`config.mk`:
```
export PLATFORM = sky130hd
export DESIGN_NAME = lsu_load_extract
export DESIGN_NICKNAME = d
export VERILOG_FILES = /design/src/verilog/mem_pkg.sv /design/src/verilog/lsu_pkg.sv /design/src/verilog/lsu_load_extract.sv
export VERILOG_INCLUDE_DIRS = /design/src /design/src/verilog
export SDC_FILE = /design/constraint.sdc
export NUM_CORES = 1
export LEC_CHECK = 0
export BUFFER_PORTS_ARGS = -buffer_cell sky130_fd_sc_hd__buf_2
export CORE_MARGIN = 4
export CORE_UTILIZATION = 26
export DETAILED_ROUTE_END_ITERATION = 10
export GPL_TIMING_DRIVEN = 0
export PLACE_DENSITY = 0.57
export SETUP_SLACK_MARGIN = 0.15
export SYNTH_ARGS = -nofsm -noshare
export SYNTH_HDL_FRONTEND = slang
export SYNTH_SLANG_ARGS = --single-unit
```
`constraint.sdc`:
```
create_clock -name clk_i -period 5 [get_ports clk_i]
set_clock_uncertainty 0.05 [all_clocks]
set_input_delay 0.25 -clock clk_i [delete_from_list [all_inputs] [get_ports clk_i]]
set_output_delay 0.25 -clock clk_i [all_outputs]
set_load 0.01 [all_outputs]
```
`src/verilog/scratch_config.svh`:
```
// Scratchpad configuration
// Word width, lane count, depth and the address widths shared by the
// packages and the load/store modules

`ifndef SCRATCH_CONFIG_SVH
`define SCRATCH_CONFIG_SVH

// Bits in one memory word
`define SCRATCH_WORD_W 32

// Byte lanes in one memory word
`define SCRATCH_BYTES 4

// Number of words in the scratchpad
`define SCRATCH_DEPTH 256

// Word address width, log2 of the depth
`define SCRATCH_WADDR_W 8

// Byte address width, word address plus the lane offset
`define SCRATCH_BADDR_W 10

`endif

```
`src/verilog/mem_pkg.sv`:
```
// Memory-side types
// One memory word seen as byte lanes or halfword lanes, and the
// per-lane write enable mask

`default_nettype none

`include "scratch_config.svh"

package mem_pkg;

  // Two views of the same word
  // The store path fills it by lane and the load path picks a lane out
  typedef union packed {
    logic [`SCRATCH_BYTES-1:0][7:0]     bytes;
    logic [`SCRATCH_BYTES/2-1:0][15:0]  halves;
  } word_u;

  // One write enable per byte lane, bit 0 is the lowest byte
  typedef logic [`SCRATCH_BYTES-1:0] lane_mask_t;

endpackage

`default_nettype wire

```
`src/verilog/lsu_pkg.sv`:
```
// Load/store request types
// Access size encoding and the byte address used on both request ports

`default_nettype none

`include "scratch_config.svh"

package lsu_pkg;

  // Access size of a load or store request
  // The fourth encoding is not used and is refused like a misaligned access
  typedef enum logic [1:0] {
    SIZE_BYTE = 2'd0,
    SIZE_HALF = 2'd1,
    SIZE_WORD = 2'd2
  } size_e;

  // Byte address into the scratchpad
  // The low bits pick the lane, the upper bits pick the word
  typedef logic [`SCRATCH_BADDR_W-1:0] byte_addr_t;

endpackage

`default_nettype wire

```
`src/verilog/lsu_load_extract.sv`:
```
// Load extractor
// Tracks a load alongside the registered memory read, then picks the
// addressed byte or halfword and zero- or sign-extends it

`timescale 1ns/1ps
`default_nettype none

`include "scratch_config.svh"

module lsu_load_extract (
  input  logic                         clk_i,
  input  logic                         arst_n_i,

  input  logic                         ld_v_i,
  input  logic [1:0]                   ld_offset_i,
  input  lsu_pkg::size_e               ld_size_i,
  input  logic                         ld_signed_i,
  input  mem_pkg::word_u               rd_data_i,

  output logic                         ld_valid_o,
  output logic [`SCRATCH_WORD_W-1:0]   ld_data_o,
  output logic                         ld_err_o
);

  import lsu_pkg::*;

  logic        valid_q;
  logic        err_q;
  logic [1:0]  offset_q;
  size_e       size_q;
  logic        signed_q;
  logic        misaligned;
  logic [7:0]  sel_byte;
  logic [15:0] sel_half;

  // Same alignment rule as the store side, applied to the load request
  always_comb begin
    case (ld_size_i)
      SIZE_BYTE: misaligned = 1'b0;
      SIZE_HALF: misaligned = ld_offset_i[0];
      SIZE_WORD: misaligned = (ld_offset_i != 2'd0);
      default:   misaligned = 1'b1;
    endcase
  end

  always_ff @(posedge clk_i or negedge arst_n_i) begin
    if (!arst_n_i) begin
      valid_q <= 1'b0;
      err_q   <= 1'b0;
    end else begin
      valid_q <= ld_v_i;
      err_q   <= ld_v_i & misaligned;
    end
  end

  // Request details, captured in step with the memory read
  always_ff @(posedge clk_i) begin
    if (ld_v_i) begin
      offset_q <= ld_offset_i;
      size_q   <= ld_size_i;
      signed_q <= ld_signed_i;
    end
  end

  assign sel_byte = rd_data_i.bytes[offset_q];
  assign sel_half = rd_data_i.halves[offset_q[1]];

  always_comb begin
    ld_data_o = '0;
    if (!err_q) begin
      case (size_q)
        SIZE_BYTE: ld_data_o = {{(`SCRATCH_WORD_W-8){signed_q & sel_byte[7]}}, sel_byte};
        SIZE_HALF: ld_data_o = {{(`SCRATCH_WORD_W-16){signed_q & sel_half[15]}}, sel_half};
        default:   ld_data_o = rd_data_i;
      endcase
    end
  end

  assign ld_valid_o = valid_q;
  assign ld_err_o   = err_q;

endmodule

`default_nettype wire

```
==> flow_metrics.tcl, run 1 <==
set metrics [dict create \
    avgSynthCellArea_um2 7.847 \
    worst-path-max-fanout 10 \
    hold_path.class "input pin to flop" \
    gp_congestion 0.9084 \
    ys_top_cells_by_count "17 x nand2_1, 16 x nor2b_1, 13 x clkbuf_1, 10 x o211ai_2" \
    start_util 0.2703 \
    ant_nets 0 \
    grt_max_degree 11 \
    drc 0 \
    antenna_found_initial 0 \
    top_usage_layer "met2" \
    synthesis.nets 191 \
    ys_ff_latch 7 \
    power.leakage_nw 0.7947 \
    fin_util 0.3810 \
    io_pins 74 \
    worst-setup-path-type "flop to output port" \
    crit_arrival_ns 2.45 \
    clockBufferDepth 2 \
    synthDistinctLibCells 28 \
    hold_buffers 1 \
    fmax_mhz 363.3 \
    grtUsageTotal 0.1580 \
    yosysTopAreaCell "edfxtp_1" \
    synth_area_leaders "edfxtp_1 13%, o211ai_2 11%, mux2_2 8.6%" \
    cts-root-buf "clkbuf_8" \
    first_pass_iters 6 \
    hold_viol 0 \
    wl_per_cell_um 15.86 \
    die_y_um 75.51 \
    synth_top_area_frac 0.1267 \
    ys_seq_area_frac 0.1690 \
    clock-sinks 7 \
    vias 1474 \
    post_drt_via_cell_ratio 5.246 \
    slowest_stage "nor3b_2" \
    crit_family "buffers and inverters" \
    nets 270 \
    worstPathCellList "clkbuf_1, nor3b_2, a22oi_1, clkbuf_1, o22ai_1, buf_2" \
    required_ns 4.70 \
    areaGrowthSynthToFinish_pct 40.97 \
    setup_viol 0 \
    met3_usage 0.02243 \
    use_met1 0.2224 \
    outcome "finished, final reports clean" \
    synthesis.area_mm2 0.001185 \
    grt.overflow.total 0 \
    worstSetupEndpointType "output port" \
    max_slew_margin 0.6095 \
    yosys_warnings 0 \
    hold_ws_ns 0.1551 \
    fin_crit_sh 0.5506 \
    cts_inserted_buffers 3 \
    layout-drive-gt1-share 0.4410 \
    critPathBufInv 3 \
    drtIter0Drc 71 \
    grt_use_met2 0.2426 \
    min_period_ns 2.753 \
    cts_setup_buffers 0 \
    die_w_um 75.51 \
    fillers 477 \
    tightest_slew_ns 0.5832 \
    startpoint_type "flop" \
    drv_slew 0 \
    synth_edf_count 5 \
    design.core.area_mm2 0.004384 \
    synthArstFlopShare 0.2857 \
    num_antenna_cells 0 \
    synthCells 151 \
    peakVddDrop_mv 0.1110 \
    cts_resized 0 \
    drv_cap 0 \
    cp_common_cell "clkbuf_1" \
    grt_pass1_wl_mm 6.962 \
    multi_input_area_um2 883.3 \
    final.setup.tns_ns 0 \
    power.density_mw_per_mm2 192.9 \
    htreeDepth 1 \
    dieArea_mm2 0.005701 \
    seqCellArea_um2 200.2 \
    cts.clk_slew.worst_paths_ns 0.04 \
    routed_wl_mm 4.458 \
    fp-row-count 24 \
    hpwl_mm 3.494 \
    cts_tree "built" \
    first_global_vias 1474 \
    max_stage_delay_ns 0.56 \
    rsz0062_at_grt "no" \
    buffer_ports.inserted 73 \
    yosysMostFrequentCell "nand2_1" \
    ys.flop_type "edfxtp_1" \
]
[cells in the final DEF (no fill, tap or decap), types with 2 or more instances in the layout]
cell,synthesis,routed
clkbuf_8,0,3
buf_6,2,2
clkbuf_1,13,14
o21ai_0,7,7
inv_1,2,2
edfxtp_1,5,5
o211ai_1,6,6
and3b_1,8,8
a31oi_1,2,2
nand2_1,17,17
a222oi_1,7,7
a21oi_1,9,9
o211ai_2,10,10
buf_1,2,2
a22oi_1,8,8
dfrtp_1,2,2
and2_1,7,7
o22ai_1,8,8
mux2_2,9,9
nor2b_1,16,16
buf_2,3,76
[per-stage QoR]
stage / power, W / worst slack (ns) / area, um2 / std cells
after floorplan: 0.0001748 / 2.837 / 1185 / 151
after global placement: 0.0002452 / 2.506 / 1615 / 276
after detailed placement: 0.0002455 / 2.523 / 1615 / 276
after CTS: 0.0003246 / 2.257 / 1670 / 281
after global routing: 0.0003505 / 2.055 / 1670 / 281
final: 0.0003222 / 2.247 / 1670 / 281
[layer usage]
metal,up-vias,wire [um]
li1,737,-
met1,673,2011
met2,58,2078
met3,6,299
met4,0,68
met5,-,0
[path summary, 6_finish.rpt]
kind / end / from / slack (ns) / cells past startpoint
hold / removal: signed_q / ld_signed_i / 0.16 / 1
setup / recovery: ld_data_o[9] / size_q[1] / 2.25 / 6
min in group asynchronous: ld_valid_o / arst_n_i / 0.30 / 2
max in group asynchronous: ld_err_o / arst_n_i / 4.51 / 2
[flip-flops by register name, summed over array words and instances (netlist names)]
register / cells
ld_valid_o: 1
ld_err_o: 1
offset_q: 2
size_q: 2
signed_q: 1
[layout make-up]
type                    instances  share of cell area
multi-input cells             122              0.5288
flip-flops and latches          7              0.1199
inverters                       2            0.004494
well taps                      52             0.03895
repair buffers                 74              0.2247
plain buffers                  20             0.05618
clock buffers                   4             0.02697
[power by group]
group          switching [W]  leakage (nW)  internal [W]
Clock              0.0000221        0.0228     0.0000549
Combinational      0.0000985         0.699     0.0000764
Sequential        0.00000282        0.0734     0.0000675
[logic make-up (layout without fill, tap and decap cells)]
group,Yosys count,count (layout),share of synthesized area
AOI/OAI and AO/OA,59,59,0.3865
buffers and inverters,22,100,0.08554
DFF,7,7,0.1690
muxes,9,9,0.08554
and+or+nand+nor,54,54,0.2735
Note: power is estimated with default switching activity, not from simulation.
==> run 2: changes to the inputs <==
--- a/config.mk
+++ b/config.mk
@@ -6,12 +6,13 @@
 export SDC_FILE = /design/constraint.sdc
 export NUM_CORES = 1
 export LEC_CHECK = 0
+export ABC_AREA = 1
 export BUFFER_PORTS_ARGS = -buffer_cell sky130_fd_sc_hd__buf_2
 export CORE_MARGIN = 4
 export CORE_UTILIZATION = 26
 export DETAILED_ROUTE_END_ITERATION = 10
 export GPL_TIMING_DRIVEN = 0
-export PLACE_DENSITY = 0.57
+export PLACE_DENSITY = 0.6
 export SETUP_SLACK_MARGIN = 0.15
 export SYNTH_ARGS = -nofsm -noshare
 export SYNTH_HDL_FRONTEND = slang
==> constraint.sdc (replaced) <==
create_clock -name clk_i -period 2.4 [get_ports clk_i]
set_clock_uncertainty 0.05 [all_clocks]
set_input_delay 0.12 -clock clk_i [delete_from_list [all_inputs] [get_ports clk_i]]
set_output_delay 0.12 -clock clk_i [all_outputs]
set_load 0.01 [all_outputs]
==> flow_metrics.tcl, run 2 <==
set metrics [dict create \
    dp_slack_ns 0.5514 \
    hold_viol 0 \
    final.setup.tns_ns 0 \
    areaGrowthSynthToFinish_pct 42.98 \
    post_drt_via_cell_ratio 4.463 \
    synthDistinctLibCells 20 \
    synthCells 200 \
    placed_cells 323 \
    drv_slew 0 \
    power.density_mw_per_mm2 423.4 \
    grt_max_degree 11 \
    avgSynthCellArea_um2 5.618 \
    first_global_vias 1327 \
    design_area_mm2 0.001607 \
    ys.flop_type "edfxtp_1" \
    yosysTopAreaCell "nand2_1" \
    min_period_ns 2.053 \
    grt_pass1_wl_mm 5.837 \
    required_ns 2.23 \
    worstSetupStartpoint "size_q[1]" \
    layout-drive-gt1-share 0.3597 \
    setup_ws_ns 0.3472 \
    worstPathCellList "buf_6, inv_8, nand2_4, nor2_8, nand2_2, nand2_2, nand2_4, nand3_4, nand2_4, buf_12, nor2_4, buf_2" \
    fp-row-count 23 \
    fin_crit_sh 0.8553 \
    routed_wl_mm 3.669 \
    fmax_mhz 487.1 \
    synthesis.area_mm2 0.001124 \
    nets 319 \
    rsz0062_at_grt "no" \
    synth_edf_count 5 \
    yosys_warnings 0 \
    worst-setup-path-type "flop to output port" \
    max_stage_delay_ns 0.37 \
    fillers 477 \
    hpwl_mm 3.062 \
    final_common_cell "nand2_1" \
    cts_setup_buffers 0 \
    clockBufferDepth 2 \
    reg.largest.list "offset_q: 2 flops, size_q: 2 flops" \
    cp_common_cell "nand2_4" \
    start_util 0.2750 \
    setup_viol 0 \
    drc 0 \
    ys_seq_area_frac 0.1782 \
    first_pass_iters 4 \
    design.core.area_mm2 0.004086 \
    finalNonFillerCells 328 \
    cts_tree "built" \
    drv_cap 0 \
    startpoint_type "flop" \
    slowest_stage "edfxtp_1" \
    wl_per_cell_um 11.19 \
    cts-root-buf "clkbuf_8" \
    cts.clk_slew.worst_paths_ns 0.04 \
    synth_area_leaders "nand2_1 34%, edfxtp_1 13%, nor2_4 10%" \
    tightest_slew_ns 0.6546 \
    endpoint "ld_data_o[27]" \
    clock-sinks 7 \
    grt.overflow.total 0 \
    max_slew_margin 0.5636 \
    ys_ff_latch 7 \
    drtIter0Drc 63 \
    cts_resized 0 \
    die_y_um 73.74 \
    ys_top_cells_by_count "102 x nand2_1, 24 x nor2_1, 17 x inv_1, 16 x nand3_1, 10 x nor2_4" \
    htreeDepth 1 \
    yosysMostFrequentCell "nand2_1" \
    num_antenna_cells 0 \
    antenna_found_initial 0 \
    grtUsageTotal 0.1352 \
    hold_buffers 1 \
    ant_nets 0 \
    outcome "finished, final reports clean" \
    worstSetupEndpointType "output port" \
    die_w_um 73.74 \
    dieArea_mm2 0.005437 \
    cts_inserted_buffers 3 \
    vias 1464 \
    hold_ws_ns 0.02712 \
    gp_congestion 0.8808 \
    io_pins 74 \
    synthArstFlopShare 0.2857 \
    place_area_mm2 0.001551 \
    worst-path-max-fanout 10 \
    synth_top_area_frac 0.3408 \
    layout_common_cells "102 x nand2_1, 73 x buf_2, 24 x nor2_1" \
    synthesis.nets 240 \
    peakVddDrop_mv 0.3147 \
    power.leakage_nw 1.020 \
    crit_arrival_ns 1.88 \
    buffer_ports.inserted 73 \
    hold_path.class "input pin to flop" \
]
## run 2: changes by cell type in the layout (fill, tap and decap cells not counted), sizes merged, moves of 9 or more
cell,previous run,this run
nand2,17,107
nor2,1,36
inv,2,20
nand3,0,17
nor2b,16,0
o211ai,16,0
mux2,9,0
## run 2: metal layers
layer / up-vias / routed length (um) / share of wire / track usage
met3: 2 / 383 / 0.10 / 0.01915
met2: 63 / 1758 / 0.48 / 0.2411
met5: - / 0 / 0 / 0
li1: 762 / - / - / -
met1: 637 / 1508 / 0.41 / 0.1694
met4: 0 / 19 / 0.0052 / 0.03219
## run 2: worst min path at each step
| stage | startpoint | endpoint | depth (start not counted) |
|---|---|---|---|
| 2_1_floorplan | arst_n_i | ld_err_o | 0 |
| 3_3_place_gp | arst_n_i | ld_valid_o | 1 |
| 3_5_place_dp | arst_n_i | ld_valid_o | 1 |
| 4_1_cts | ld_signed_i | signed_q | 1 |
| 5_1_grt | ld_signed_i | signed_q | 1 |
| 6_report | ld_signed_i | signed_q | 1 |
## run 2: stage by stage
stage                 util  total power [W]
floorplan                -        0.0003835
global placement    0.3797        0.0005219
detailed placement  0.3797        0.0005249
CTS                 0.3931        0.0006913
global route        0.3931        0.0007389
finish              0.3931        0.0006802
## run 2: power breakdown
group / total [W] / switching (W) / leakage, nW / internal, W
registers: 0.000146 / 0.00000527 / 0.0734 / 0.000140
logic: 0.000373 / 0.000225 / 0.924 / 0.000148
clock network: 0.000161 / 0.0000465 / 0.0228 / 0.000115
total: 0.000680 / 0.000277 / 1.02 / 0.000403
## run 2: cell type report
cell class                 count  area, um2  share of cell area
inverter                      20      82.58             0.05140
clock buffer                   4      45.04             0.02804
timing repair buffer          74      375.4              0.2336
sequential                     7      200.2              0.1246
tap                           50      62.56             0.03894
buffer                         8      57.56             0.03583
multi-input combinational    165      783.3              0.4875
## run 2: cell families after synthesis
kind of cell | Yosys count | synth area share
buffers and inverters | 28 | 0.1247
AOI/OAI and AO/OA | 5 | 0.02450
DFF | 7 | 0.1782
and+or+nand+nor | 160 | 0.6726
## run 2: worst max-delay path, delay by kind of cell (launching register included)
kind | cells | cell delay [ns]
AND/OR/NAND/NOR | 8 | 0.73
flip-flops | 1 | 0.37
buffers and inverters | 4 | 0.56
