`config.mk`:
```
export PLATFORM = sky130hd
export DESIGN_NAME = lsu_store_align
export DESIGN_NICKNAME = d
export VERILOG_FILES = /design/src/verilog/mem_pkg.sv /design/src/verilog/lsu_pkg.sv /design/src/verilog/lsu_store_align.sv
export VERILOG_INCLUDE_DIRS = /design/src /design/src/verilog
export SDC_FILE = /design/constraint.sdc
export NUM_CORES = 1
export LEC_CHECK = 0
export BUFFER_PORTS_ARGS = -buffer_cell sky130_fd_sc_hd__buf_2
export CAP_MARGIN = 20
export CORE_MARGIN = 2
export CORE_UTILIZATION = 30
export CTS_CLUSTER_SIZE = 10
export DETAILED_ROUTE_END_ITERATION = 12
export GPL_ROUTABILITY_DRIVEN = 0
export PLACE_DENSITY = 0.8
export SLEW_MARGIN = 20
export SYNTH_ARGS = -nofsm -noshare
export SYNTH_HDL_FRONTEND = slang
export SYNTH_SLANG_ARGS = --single-unit
```
`constraint.sdc`:
```
create_clock -name clk_i -period 0.8 [get_ports clk_i]
set_input_delay 0 -clock clk_i [delete_from_list [all_inputs] [get_ports clk_i]]
set_output_delay 0 -clock clk_i [all_outputs]
set_load 0.05 [all_outputs]
```
`src/verilog/scratch_config.svh`:
```
// Scratchpad configuration
// Word width, lane count, depth and the address widths shared by the
// packages and the load/store modules

`ifndef SCRATCH_CONFIG_SVH
`define SCRATCH_CONFIG_SVH

// Bits in one memory word
`define SCRATCH_WORD_W 32

// Byte lanes in one memory word
`define SCRATCH_BYTES 4

// Number of words in the scratchpad
`define SCRATCH_DEPTH 256

// Word address width, log2 of the depth
`define SCRATCH_WADDR_W 8

// Byte address width, word address plus the lane offset
`define SCRATCH_BADDR_W 10

`endif

```
`src/verilog/mem_pkg.sv`:
```
// Memory-side types
// One memory word seen as byte lanes or halfword lanes, and the
// per-lane write enable mask

`default_nettype none

`include "scratch_config.svh"

package mem_pkg;

  // Two views of the same word
  // The store path fills it by lane and the load path picks a lane out
  typedef union packed {
    logic [`SCRATCH_BYTES-1:0][7:0]     bytes;
    logic [`SCRATCH_BYTES/2-1:0][15:0]  halves;
  } word_u;

  // One write enable per byte lane, bit 0 is the lowest byte
  typedef logic [`SCRATCH_BYTES-1:0] lane_mask_t;

endpackage

`default_nettype wire

```
`src/verilog/lsu_pkg.sv`:
```
// Load/store request types
// Access size encoding and the byte address used on both request ports

`default_nettype none

`include "scratch_config.svh"

package lsu_pkg;

  // Access size of a load or store request
  // The fourth encoding is not used and is refused like a misaligned access
  typedef enum logic [1:0] {
    SIZE_BYTE = 2'd0,
    SIZE_HALF = 2'd1,
    SIZE_WORD = 2'd2
  } size_e;

  // Byte address into the scratchpad
  // The low bits pick the lane, the upper bits pick the word
  typedef logic [`SCRATCH_BADDR_W-1:0] byte_addr_t;

endpackage

`default_nettype wire

```
`src/verilog/lsu_store_align.sv`:
```
// Store aligner
// Turns a byte-addressed store of byte, half or word size into a word
// address, a lane mask and lane-shifted data, refusing misaligned stores

`timescale 1ns/1ps
`default_nettype none

`include "scratch_config.svh"

module lsu_store_align (
  input  logic                         clk_i,
  input  logic                         arst_n_i,

  input  logic                         st_v_i,
  input  lsu_pkg::byte_addr_t          st_addr_i,
  input  lsu_pkg::size_e               st_size_i,
  input  logic [`SCRATCH_WORD_W-1:0]   st_data_i,

  output logic                         w_v_o,
  output logic [`SCRATCH_WADDR_W-1:0]  w_addr_o,
  output mem_pkg::lane_mask_t          w_mask_o,
  output mem_pkg::word_u               w_data_o,
  output logic                         st_err_o
);

  import mem_pkg::*;
  import lsu_pkg::*;

  localparam int OFFS_W = `SCRATCH_BADDR_W - `SCRATCH_WADDR_W;

  logic [OFFS_W-1:0] offset;
  logic              misaligned;

  assign offset   = st_addr_i[OFFS_W-1:0];
  assign w_addr_o = st_addr_i[`SCRATCH_BADDR_W-1:OFFS_W];

  // Lane mask, data replication and alignment check by size
  always_comb begin
    w_mask_o   = '0;
    w_data_o   = st_data_i;
    misaligned = 1'b0;
    case (st_size_i)
      SIZE_BYTE: begin
        w_mask_o       = lane_mask_t'(1) << offset;
        w_data_o.bytes = {`SCRATCH_BYTES{st_data_i[7:0]}};
      end
      SIZE_HALF: begin
        w_mask_o        = lane_mask_t'(3) << offset;
        w_data_o.halves = {(`SCRATCH_BYTES/2){st_data_i[15:0]}};
        misaligned      = offset[0];
      end
      SIZE_WORD: begin
        w_mask_o   = '1;
        misaligned = (offset != '0);
      end
      default: begin
        misaligned = 1'b1;
      end
    endcase
  end

  // A refused store never reaches the memory
  assign w_v_o = st_v_i & ~misaligned;

  always_ff @(posedge clk_i or negedge arst_n_i) begin
    if (!arst_n_i) begin
      st_err_o <= 1'b0;
    end else begin
      st_err_o <= st_v_i & misaligned;
    end
  end

endmodule

`default_nettype wire

```
==> flow_summary.yaml, run 1 <==
hold_path:
  hp-class: "input pin to output port"
  min-delay-start: "st_addr_i[9]"
  worstHoldPathCells: 0
  whs_endpoint: "w_addr_o[7]"
die:
  die_y_um: 51.02
  start_util: 0.3087
  io_pins: 93
  rows: 17
  fp.dieW_um: 51.02
  dieArea_mm2: 0.002603
  coreArea_mm2: 0.002148
final_layout:
  final_cell_mix: "47 x buf_2, 24 x buf_4, 9 x buf_8"
  fin_nets: 200
  final_util: 0.6843
  largest_reg_flops: 1
  antenna_cells: 0
  top_regs: "st_err_o (1)"
  top_register: "st_err_o"
  fin_cells: 179
  syn2layout_area_growth_pct: 121.7
  drive_gt1_frac: 0.8742
  layout_commonest_cell: "buf_2"
worst_setup_path:
  crit_fanout: 8
  worst-endpoint-arrival_ns: 0.84
  startpoint: "st_size_i[0]"
  critical_path_class: "input pin to output port"
  cp-end-kind: "output port"
  cp-start-kind: "input pin"
  critPathRequiredTime_ns: 0.80
grt:
  grt_pass1_wl_um: 3567
  first_global_vias: 810
  grt_use_total: 0.1697
  grt.overflow.total: 0
  grt_max_degree: 14
  antenna_found_initial: 0
timing:
  layout_min_cycle_time_ns: 0.8416
  final_hold_viol_count: 0
  setup_slack_ns: -0.04162
  slew_violations: 0
  finalSetupViolations: 10
  clock.fmax_mhz: 1188
  post-route-period-util: 1.052
  maxSlewHeadroom: 0.8380
  rsz0062_at_grt: "true"
  tightest_slew_ns: 0.2411
placement:
  placement.io_buffers: 76
  dp_hpwl_um: 1676
  placed_cells: 173
outcome:
  status: "complete, but fails checks"
  violations: "setup timing"
detailed_routing:
  first_pass_iters: 3
  drt_iter0_drc: 7
  wl_met3_um: 114
  wirelength_um: 2381
  detail_route.wl_per_cell_um: 13.30
  wl_met1_um: 887
  viasPerCell: 4.654
  vias: 833
  top_layer: "met4"
  ant_nets: 0
  routed-wl-met2_um: 1366
  post-route-drc-count: 0
pwr:
  ir_drop_uv: 545.7
  p_leak_uw: 0.0007256
  powerDensity_mw_per_mm2: 1001
yosys:
  syn_nets: 123
  syn_area_um2: 663.1
  yosysTopAreaCellShare: 0.2717
  synth-seq-cells: 1
  synthCells: 76
  synth_area_leader_cell: "mux2_2"
  seq_area_frac_synth: 0.03774
  avgSynthCellArea_um2: 8.725
  ys_warn_count: 0
  synth.area.top_cells: "mux2_2 27%, buf_4 18%, mux2i_1 15%, o21ai_0 5.3%, buf_6 5.1%"
  synth_cell_types: 20
job:
  drv_cap: 0
kinds of logic (layout without fill, tap and decap cells):
| family | Yosys count | after routing | share of synthesized area |
|---|---|---|---|
| compound gates | 14 | 14 | 0.1396 |
| buf+inv | 22 | 97 | 0.2830 |
| flops | 1 | 1 | 0.03773 |
| mux | 26 | 26 | 0.4226 |
| simple gates | 13 | 13 | 0.1170 |
where the power goes:
part	total, uW	switching (uW)	leakage [uW]	internal, uW
Combinational	1420	833	0.000713	583
Clock	0	0	0	0
Sequential	55.6	0.702	0.0000128	54.9
Total	1470	833	0.000726	637
worst max path at each step:
stage                        end  slack (ns)
floorplan           w_data_o[26]       -0.04
finish              w_data_o[14]       -0.04
global route         w_data_o[9]       -0.08
detailed placement  w_data_o[12]       -0.19
global placement    w_data_o[29]       -0.19
CTS                 w_data_o[10]       -0.04
stage by stage:
stage	power [uW]	instance area, um^2	hold WS (ns)	setup TNS [ns]	setup WS [ns]
after CTS	1394	1368	0.0003409	-0.3102	-0.04000
final	1471	1470	0.00002198	-0.3232	-0.04162
after global routing	1531	1470	0.00009077	-0.7361	-0.08078
after detailed placement	1183	1110	-0.2237	-4.307	-0.1909
after floorplan	1029	773.2	-0.2956	-0.03843	-0.03843
after global placement	1166	1110	-0.2252	-3.916	-0.1880
Yosys cell counts:
library cell	count
a21oi_2	1
buf_4	16
buf_6	3
buf_8	2
dfrtp_1	1
inv_1	1
mux2_2	16
mux2i_1	10
nand2_1	8
nand4bb_1	1
nor2_4	1
nor3_1	1
nor3b_2	1
o21a_1	1
o21ai_0	7
o21ai_2	2
o21bai_1	1
o311ai_1	1
o31ai_1	1
or2b_1	1
metal layers:
layer	GRT usage	vias up
met4	0.009009	0
met2	0.3506	32
met3	0.01754	2
li1	-	410
met5	0	-
met1	0.1897	389
critical path: stages:
cell and delay [ns]:
buf_12 0.11, nor2_4 0.11, buf_12 0.15, mux2_4 0.31
buf_8 0.15
repair_timing:
action / 4_1_cts / 5_1_grt
gates resized for setup: 64 / 18
endpoints found under the setup margin: 29 / 27
endpoints found under the hold margin: 1 / 0
pin swaps: 1 / 0
hold buffers: 1 / 0
cloned: 0 / 1
buffers inserted: 3 / 1
area by class of cell:
type / instances / area [um^2]
Multi-Input combinational cell: 53 / 635.6
Fill cell: 151 / 678.2
Tap cell: 28 / 35.03
Timing Repair Buffer: 96 / 770.7
Inverter: 1 / 3.754
Sequential cell: 1 / 25.02
Note: power is estimated with default switching activity, not from simulation.
==> inputs of run 2 (changes only) <==
Settings changed: CORE_ASPECT_RATIO set to 1.2, CORE_MARGIN 2 to 4.
==> flow_summary.yaml, run 2 (synthesis results as in run 1) <==
die:
  start_util: 0.3166
  fp.dieW_um: 50.92
  dieArea_mm2: 0.003030
  io_pins: 93
  coreArea_mm2: 0.002095
  die_y_um: 59.51
  rows: 18
worst_setup_path:
  critical_path_class: "input pin to output port"
  crit_top_cell: "buf_8"
  critPathRequiredTime_ns: 0.80
  crit_fanout: 5
  cp_top_family: "buffers and inverters"
  cp-end-kind: "output port"
  worstPathCellList: "buf_8, nor2_4, buf_6, mux2_4, buf_8"
  cp-start-kind: "input pin"
  max_stage_delay_ns: 0.32
  worst-endpoint-arrival_ns: 0.84
  cp_slowest_cell: "mux2_4"
  critPathBufInv: 3
timing:
  slew_violations: 0
  tightest_slew_ns: 0.2700
  rsz0062_at_grt: "true"
  post-route-period-util: 1.051
  maxSlewHeadroom: 0.8212
  final_hold_viol_count: 0
  layout_min_cycle_time_ns: 0.8409
  clock.fmax_mhz: 1189
  holdWs_ns: 0.00001929
  finalSetupViolations: 8
  setup_slack_ns: -0.04091
grt:
  antenna_found_initial: 0
  top_usage_layer: "met2"
  grt.overflow.total: 0
  first_global_vias: 870
  grt_use_met2: 0.3517
  met1_usage: 0.1495
  grt_max_degree: 12
  grt_use_total: 0.1587
  grtUsageMet3: 0.01259
  grt_pass1_wl_um: 3857
final_layout:
  antenna_cells: 0
  syn2layout_area_growth_pct: 115.5
  fin_nets: 194
  layout_commonest_cell: "buf_2"
  final_util: 0.6822
  top_regs: "st_err_o (1)"
  largest_reg_flops: 1
  fin_area_mm2: 0.001429
  top_register: "st_err_o"
  final_cell_mix: "47 x buf_2, 15 x buf_6, 13 x buf_4, 10 x buf_8, 9 x mux2_4"
  drive_gt1_frac: 0.8828
hold_path:
  hp-class: "input pin to output port"
  min-delay-start: "st_addr_i[7]"
  whs_endpoint: "w_addr_o[5]"
  worstHoldPathCells: 0
placement:
  placement.io_buffers: 76
  postPlaceCellArea_mm2: 0.001082
  dp_hpwl_um: 1868
detailed_routing:
  vias: 829
  ant_nets: 0
  drt_iter0_drc: 4
  viasPerCell: 4.737
  post-route-drc-count: 0
  detail_route.wl_per_cell_um: 15.08
  wirelength_um: 2639
  first_pass_iters: 3
pwr:
  power_frac_seq: 0.038
  p_int_uw: 614.4
  ir_drop_uv: 555.3
  pwr-share-clk: 0
  p_leak_uw: 0.0006999
  powerDensity_mw_per_mm2: 1019
  p_sw_uw: 841.7
  power_switching_share: 0.5780
  comb_power_share: 0.962
outcome:
  status: "complete, but fails checks"
  violations: "setup timing"
job:
  drv_cap: 0
==> run 2: what timing repair did <==
item | 4_1_cts | 5_1_grt
hold endpoints to repair | 1 | 0
hold buffers | 1 | 0
endpoints found under the setup margin | 29 | 21
resized for setup | 73 | 15
pin swaps | 1 | 0
buffers inserted | 2 | 1
==> run 2: cell type report <==
| type | count | area, um^2 |
|---|---|---|
| repair buffers | 90 | 716.9 |
| fillers | 157 | 665.6 |
| multi-input cells | 53 | 645.6 |
| well taps | 30 | 37.54 |
| flip-flops and latches | 1 | 25.02 |
| inverters | 1 | 3.754 |
==> run 2: per-stage QoR <==
| step | setup TNS, ns | total power, uW | worst slack [ns] | cells |
|---|---|---|---|---|
| final | -0.2107 | 1456 | -0.04091 | 175 |
| after CTS | -0.1771 | 1399 | -0.03457 | 174 |
| after global routing | -0.4027 | 1512 | -0.06698 | 175 |
| after detailed placement | -3.576 | 1173 | -0.1962 | 171 |
| after global placement | -3.191 | 1154 | -0.1789 | 171 |
| after floorplan | -0.03843 | 1029 | -0.03843 | 76 |
==> run 2: worst max path at each step <==
| stage | from | endpoint | slack, ns | depth (start not counted) |
|---|---|---|---|---|
| after floorplan | st_size_i[0] | w_data_o[26] | -0.04 | 4 |
| after detailed placement | st_size_i[1] | w_data_o[14] | -0.20 | 4 |
| after CTS | st_size_i[0] | w_data_o[12] | -0.03 | 5 |
| after global placement | st_size_i[1] | w_data_o[14] | -0.18 | 4 |
| final | st_size_i[0] | w_data_o[12] | -0.04 | 5 |
| after global routing | st_size_i[0] | w_data_o[12] | -0.07 | 5 |
==> run 2: per-layer routing <==
layer / wire length (um) / vias up
met1: 803 / 396
met4: 34 / 0
met2: 1683 / 34
met5: 0 / -
met3: 118 / 4
li1: - / 395
==> run 2: power by group through the flow <==
stage | clock (uW) | combinational [uW] | sequential, uW
after global routing | 0 | 1460 | 55.9
after detailed placement | 0 | 1120 | 55.5
final | 0 | 1400 | 55.5
after floorplan | 0 | 960 | 68.3
after global placement | 0 | 1100 | 55.6
after CTS | 0 | 1340 | 55.5
==> inputs of run 3 (changes only) <==
Settings changed: CTS_BUF_LIST set to sky130_fd_sc_hd__clkbuf_8 sky130_fd_sc_hd__clkbuf_16, HOLD_SLACK_MARGIN set to 0.05.
==> flow_summary.yaml, run 3 (synthesis results as in run 1) <==
grt:
  grt_pass1_wl_um: 3857
  grt.overflow.total: 0
  antenna_found_initial: 0
  grt_use_total: 0.1587
  first_global_vias: 870
  grt_max_degree: 12
detailed_routing:
  first_pass_iters: 2
  vias: 855
  wirelength_um: 2725
  post-route-drc-count: 0
  ant_nets: 0
  viasPerCell: 4.698
  drt_iter0_drc: 10
  detail_route.wl_per_cell_um: 14.97
worst_setup_path:
  worst-endpoint-arrival_ns: 0.86
  max_stage_delay_ns: 0.86
  cp_slowest_cell: "dlygate4sd3_1"
  cp-start-kind: "input pin"
  cp_top_family: "buffers and inverters"
  critical_path_class: "input pin to output port"
  crit_fanout: 1
  worstPathCellList: "dlygate4sd3_1"
  critPathBufInv: 1
  cp-end-kind: "output port"
  critPathRequiredTime_ns: 0.80
final_layout:
  antenna_cells: 0
  syn2layout_area_growth_pct: 126.0
  fillCellCount: 145
  fin_cells: 182
  top_register: "st_err_o"
  seqCellArea_um2: 25.02
  final_cell_mix: "47 x buf_2, 15 x buf_6, 13 x buf_4, 10 x buf_8, 9 x mux2_4"
  largest_reg_flops: 1
  top_regs: "st_err_o (1)"
  layout_commonest_cell: "buf_2"
  multi_input_area_um2: 645.6
  drive_gt1_frac: 0.8421
  final_util: 0.7157
  fin_nets: 201
job:
  drv_cap: 0
placement:
  place_ws_ns: -0.1962
  placement.io_buffers: 76
  placed_cells: 171
  dp_hpwl_um: 1868
outcome:
  violations: "setup timing"
  status: "complete, but fails checks"
timing:
  holdWs_ns: 0.00001929
  post-route-period-util: 1.080
  layout_min_cycle_time_ns: 0.8641
  tightest_slew_ns: 0.5173
  rsz0062_at_grt: "true"
  setup_slack_ns: -0.06406
  maxSlewHeadroom: 0.6540
  tns_ns: -0.5579
  slew_violations: 0
  final_hold_viol_count: 0
  finalSetupViolations: 15
  clock.fmax_mhz: 1157
die:
  io_pins: 93
  dieArea_mm2: 0.003030
  coreArea_mm2: 0.002095
  rows: 18
  fp.dieW_um: 50.92
  start_util: 0.3166
  die_y_um: 59.51
pwr:
  powerDensity_mw_per_mm2: 1035
  p_leak_uw: 0.0007291
  ir_drop_uv: 610.1
hold_path:
  hp-class: "input pin to output port"
-- run 3: report_power, final --
part           switching, uW  internal (uW)
Sequential             0.672           54.9
Combinational            913            583
Clock                      0              0
Total                    914            638
-- run 3: path summary, 6_finish.rpt --
kind / end / cells after the start / startpoint
max in group asynchronous: st_err_o / 2 / arst_n_i
min in group asynchronous: st_err_o / 2 / arst_n_i
max: w_addr_o[7] / 1 / st_addr_i[9]
min: w_addr_o[5] / 0 / st_addr_i[7]
-- run 3: metal layers --
metal / track usage / up-vias / share of wire
met5: 0 / - / 0
met4: 0.03462 / 0 / 0.012
met3: 0.01259 / 4 / 0.043
met2: 0.3517 / 36 / 0.64
met1: 0.1495 / 403 / 0.30
li1: - / 412 / -
-- run 3: cell type report --
type / instances / share of cell area
repair buffers: 97 / 0.5250
multi-input cells: 53 / 0.4307
well taps: 30 / 0.02504
flip-flops and latches: 1 / 0.01669
inverters: 1 / 0.002504
-- run 3: repair_timing --
action,4_1_cts,5_1_grt
hold buffers,1,7
setup buffers,2,1
pin swaps,1,0
gates resized for setup,73,15
endpoints found under the hold margin,9,8
endpoints found under the setup margin,29,21
-- run 3: stage by stage --
stage	instance area (um^2)	power [uW]
finish	1499	1552
floorplan	773.2	1029
global placement	1082	1154
CTS	1358	1399
detailed placement	1082	1173
global route	1499	1610
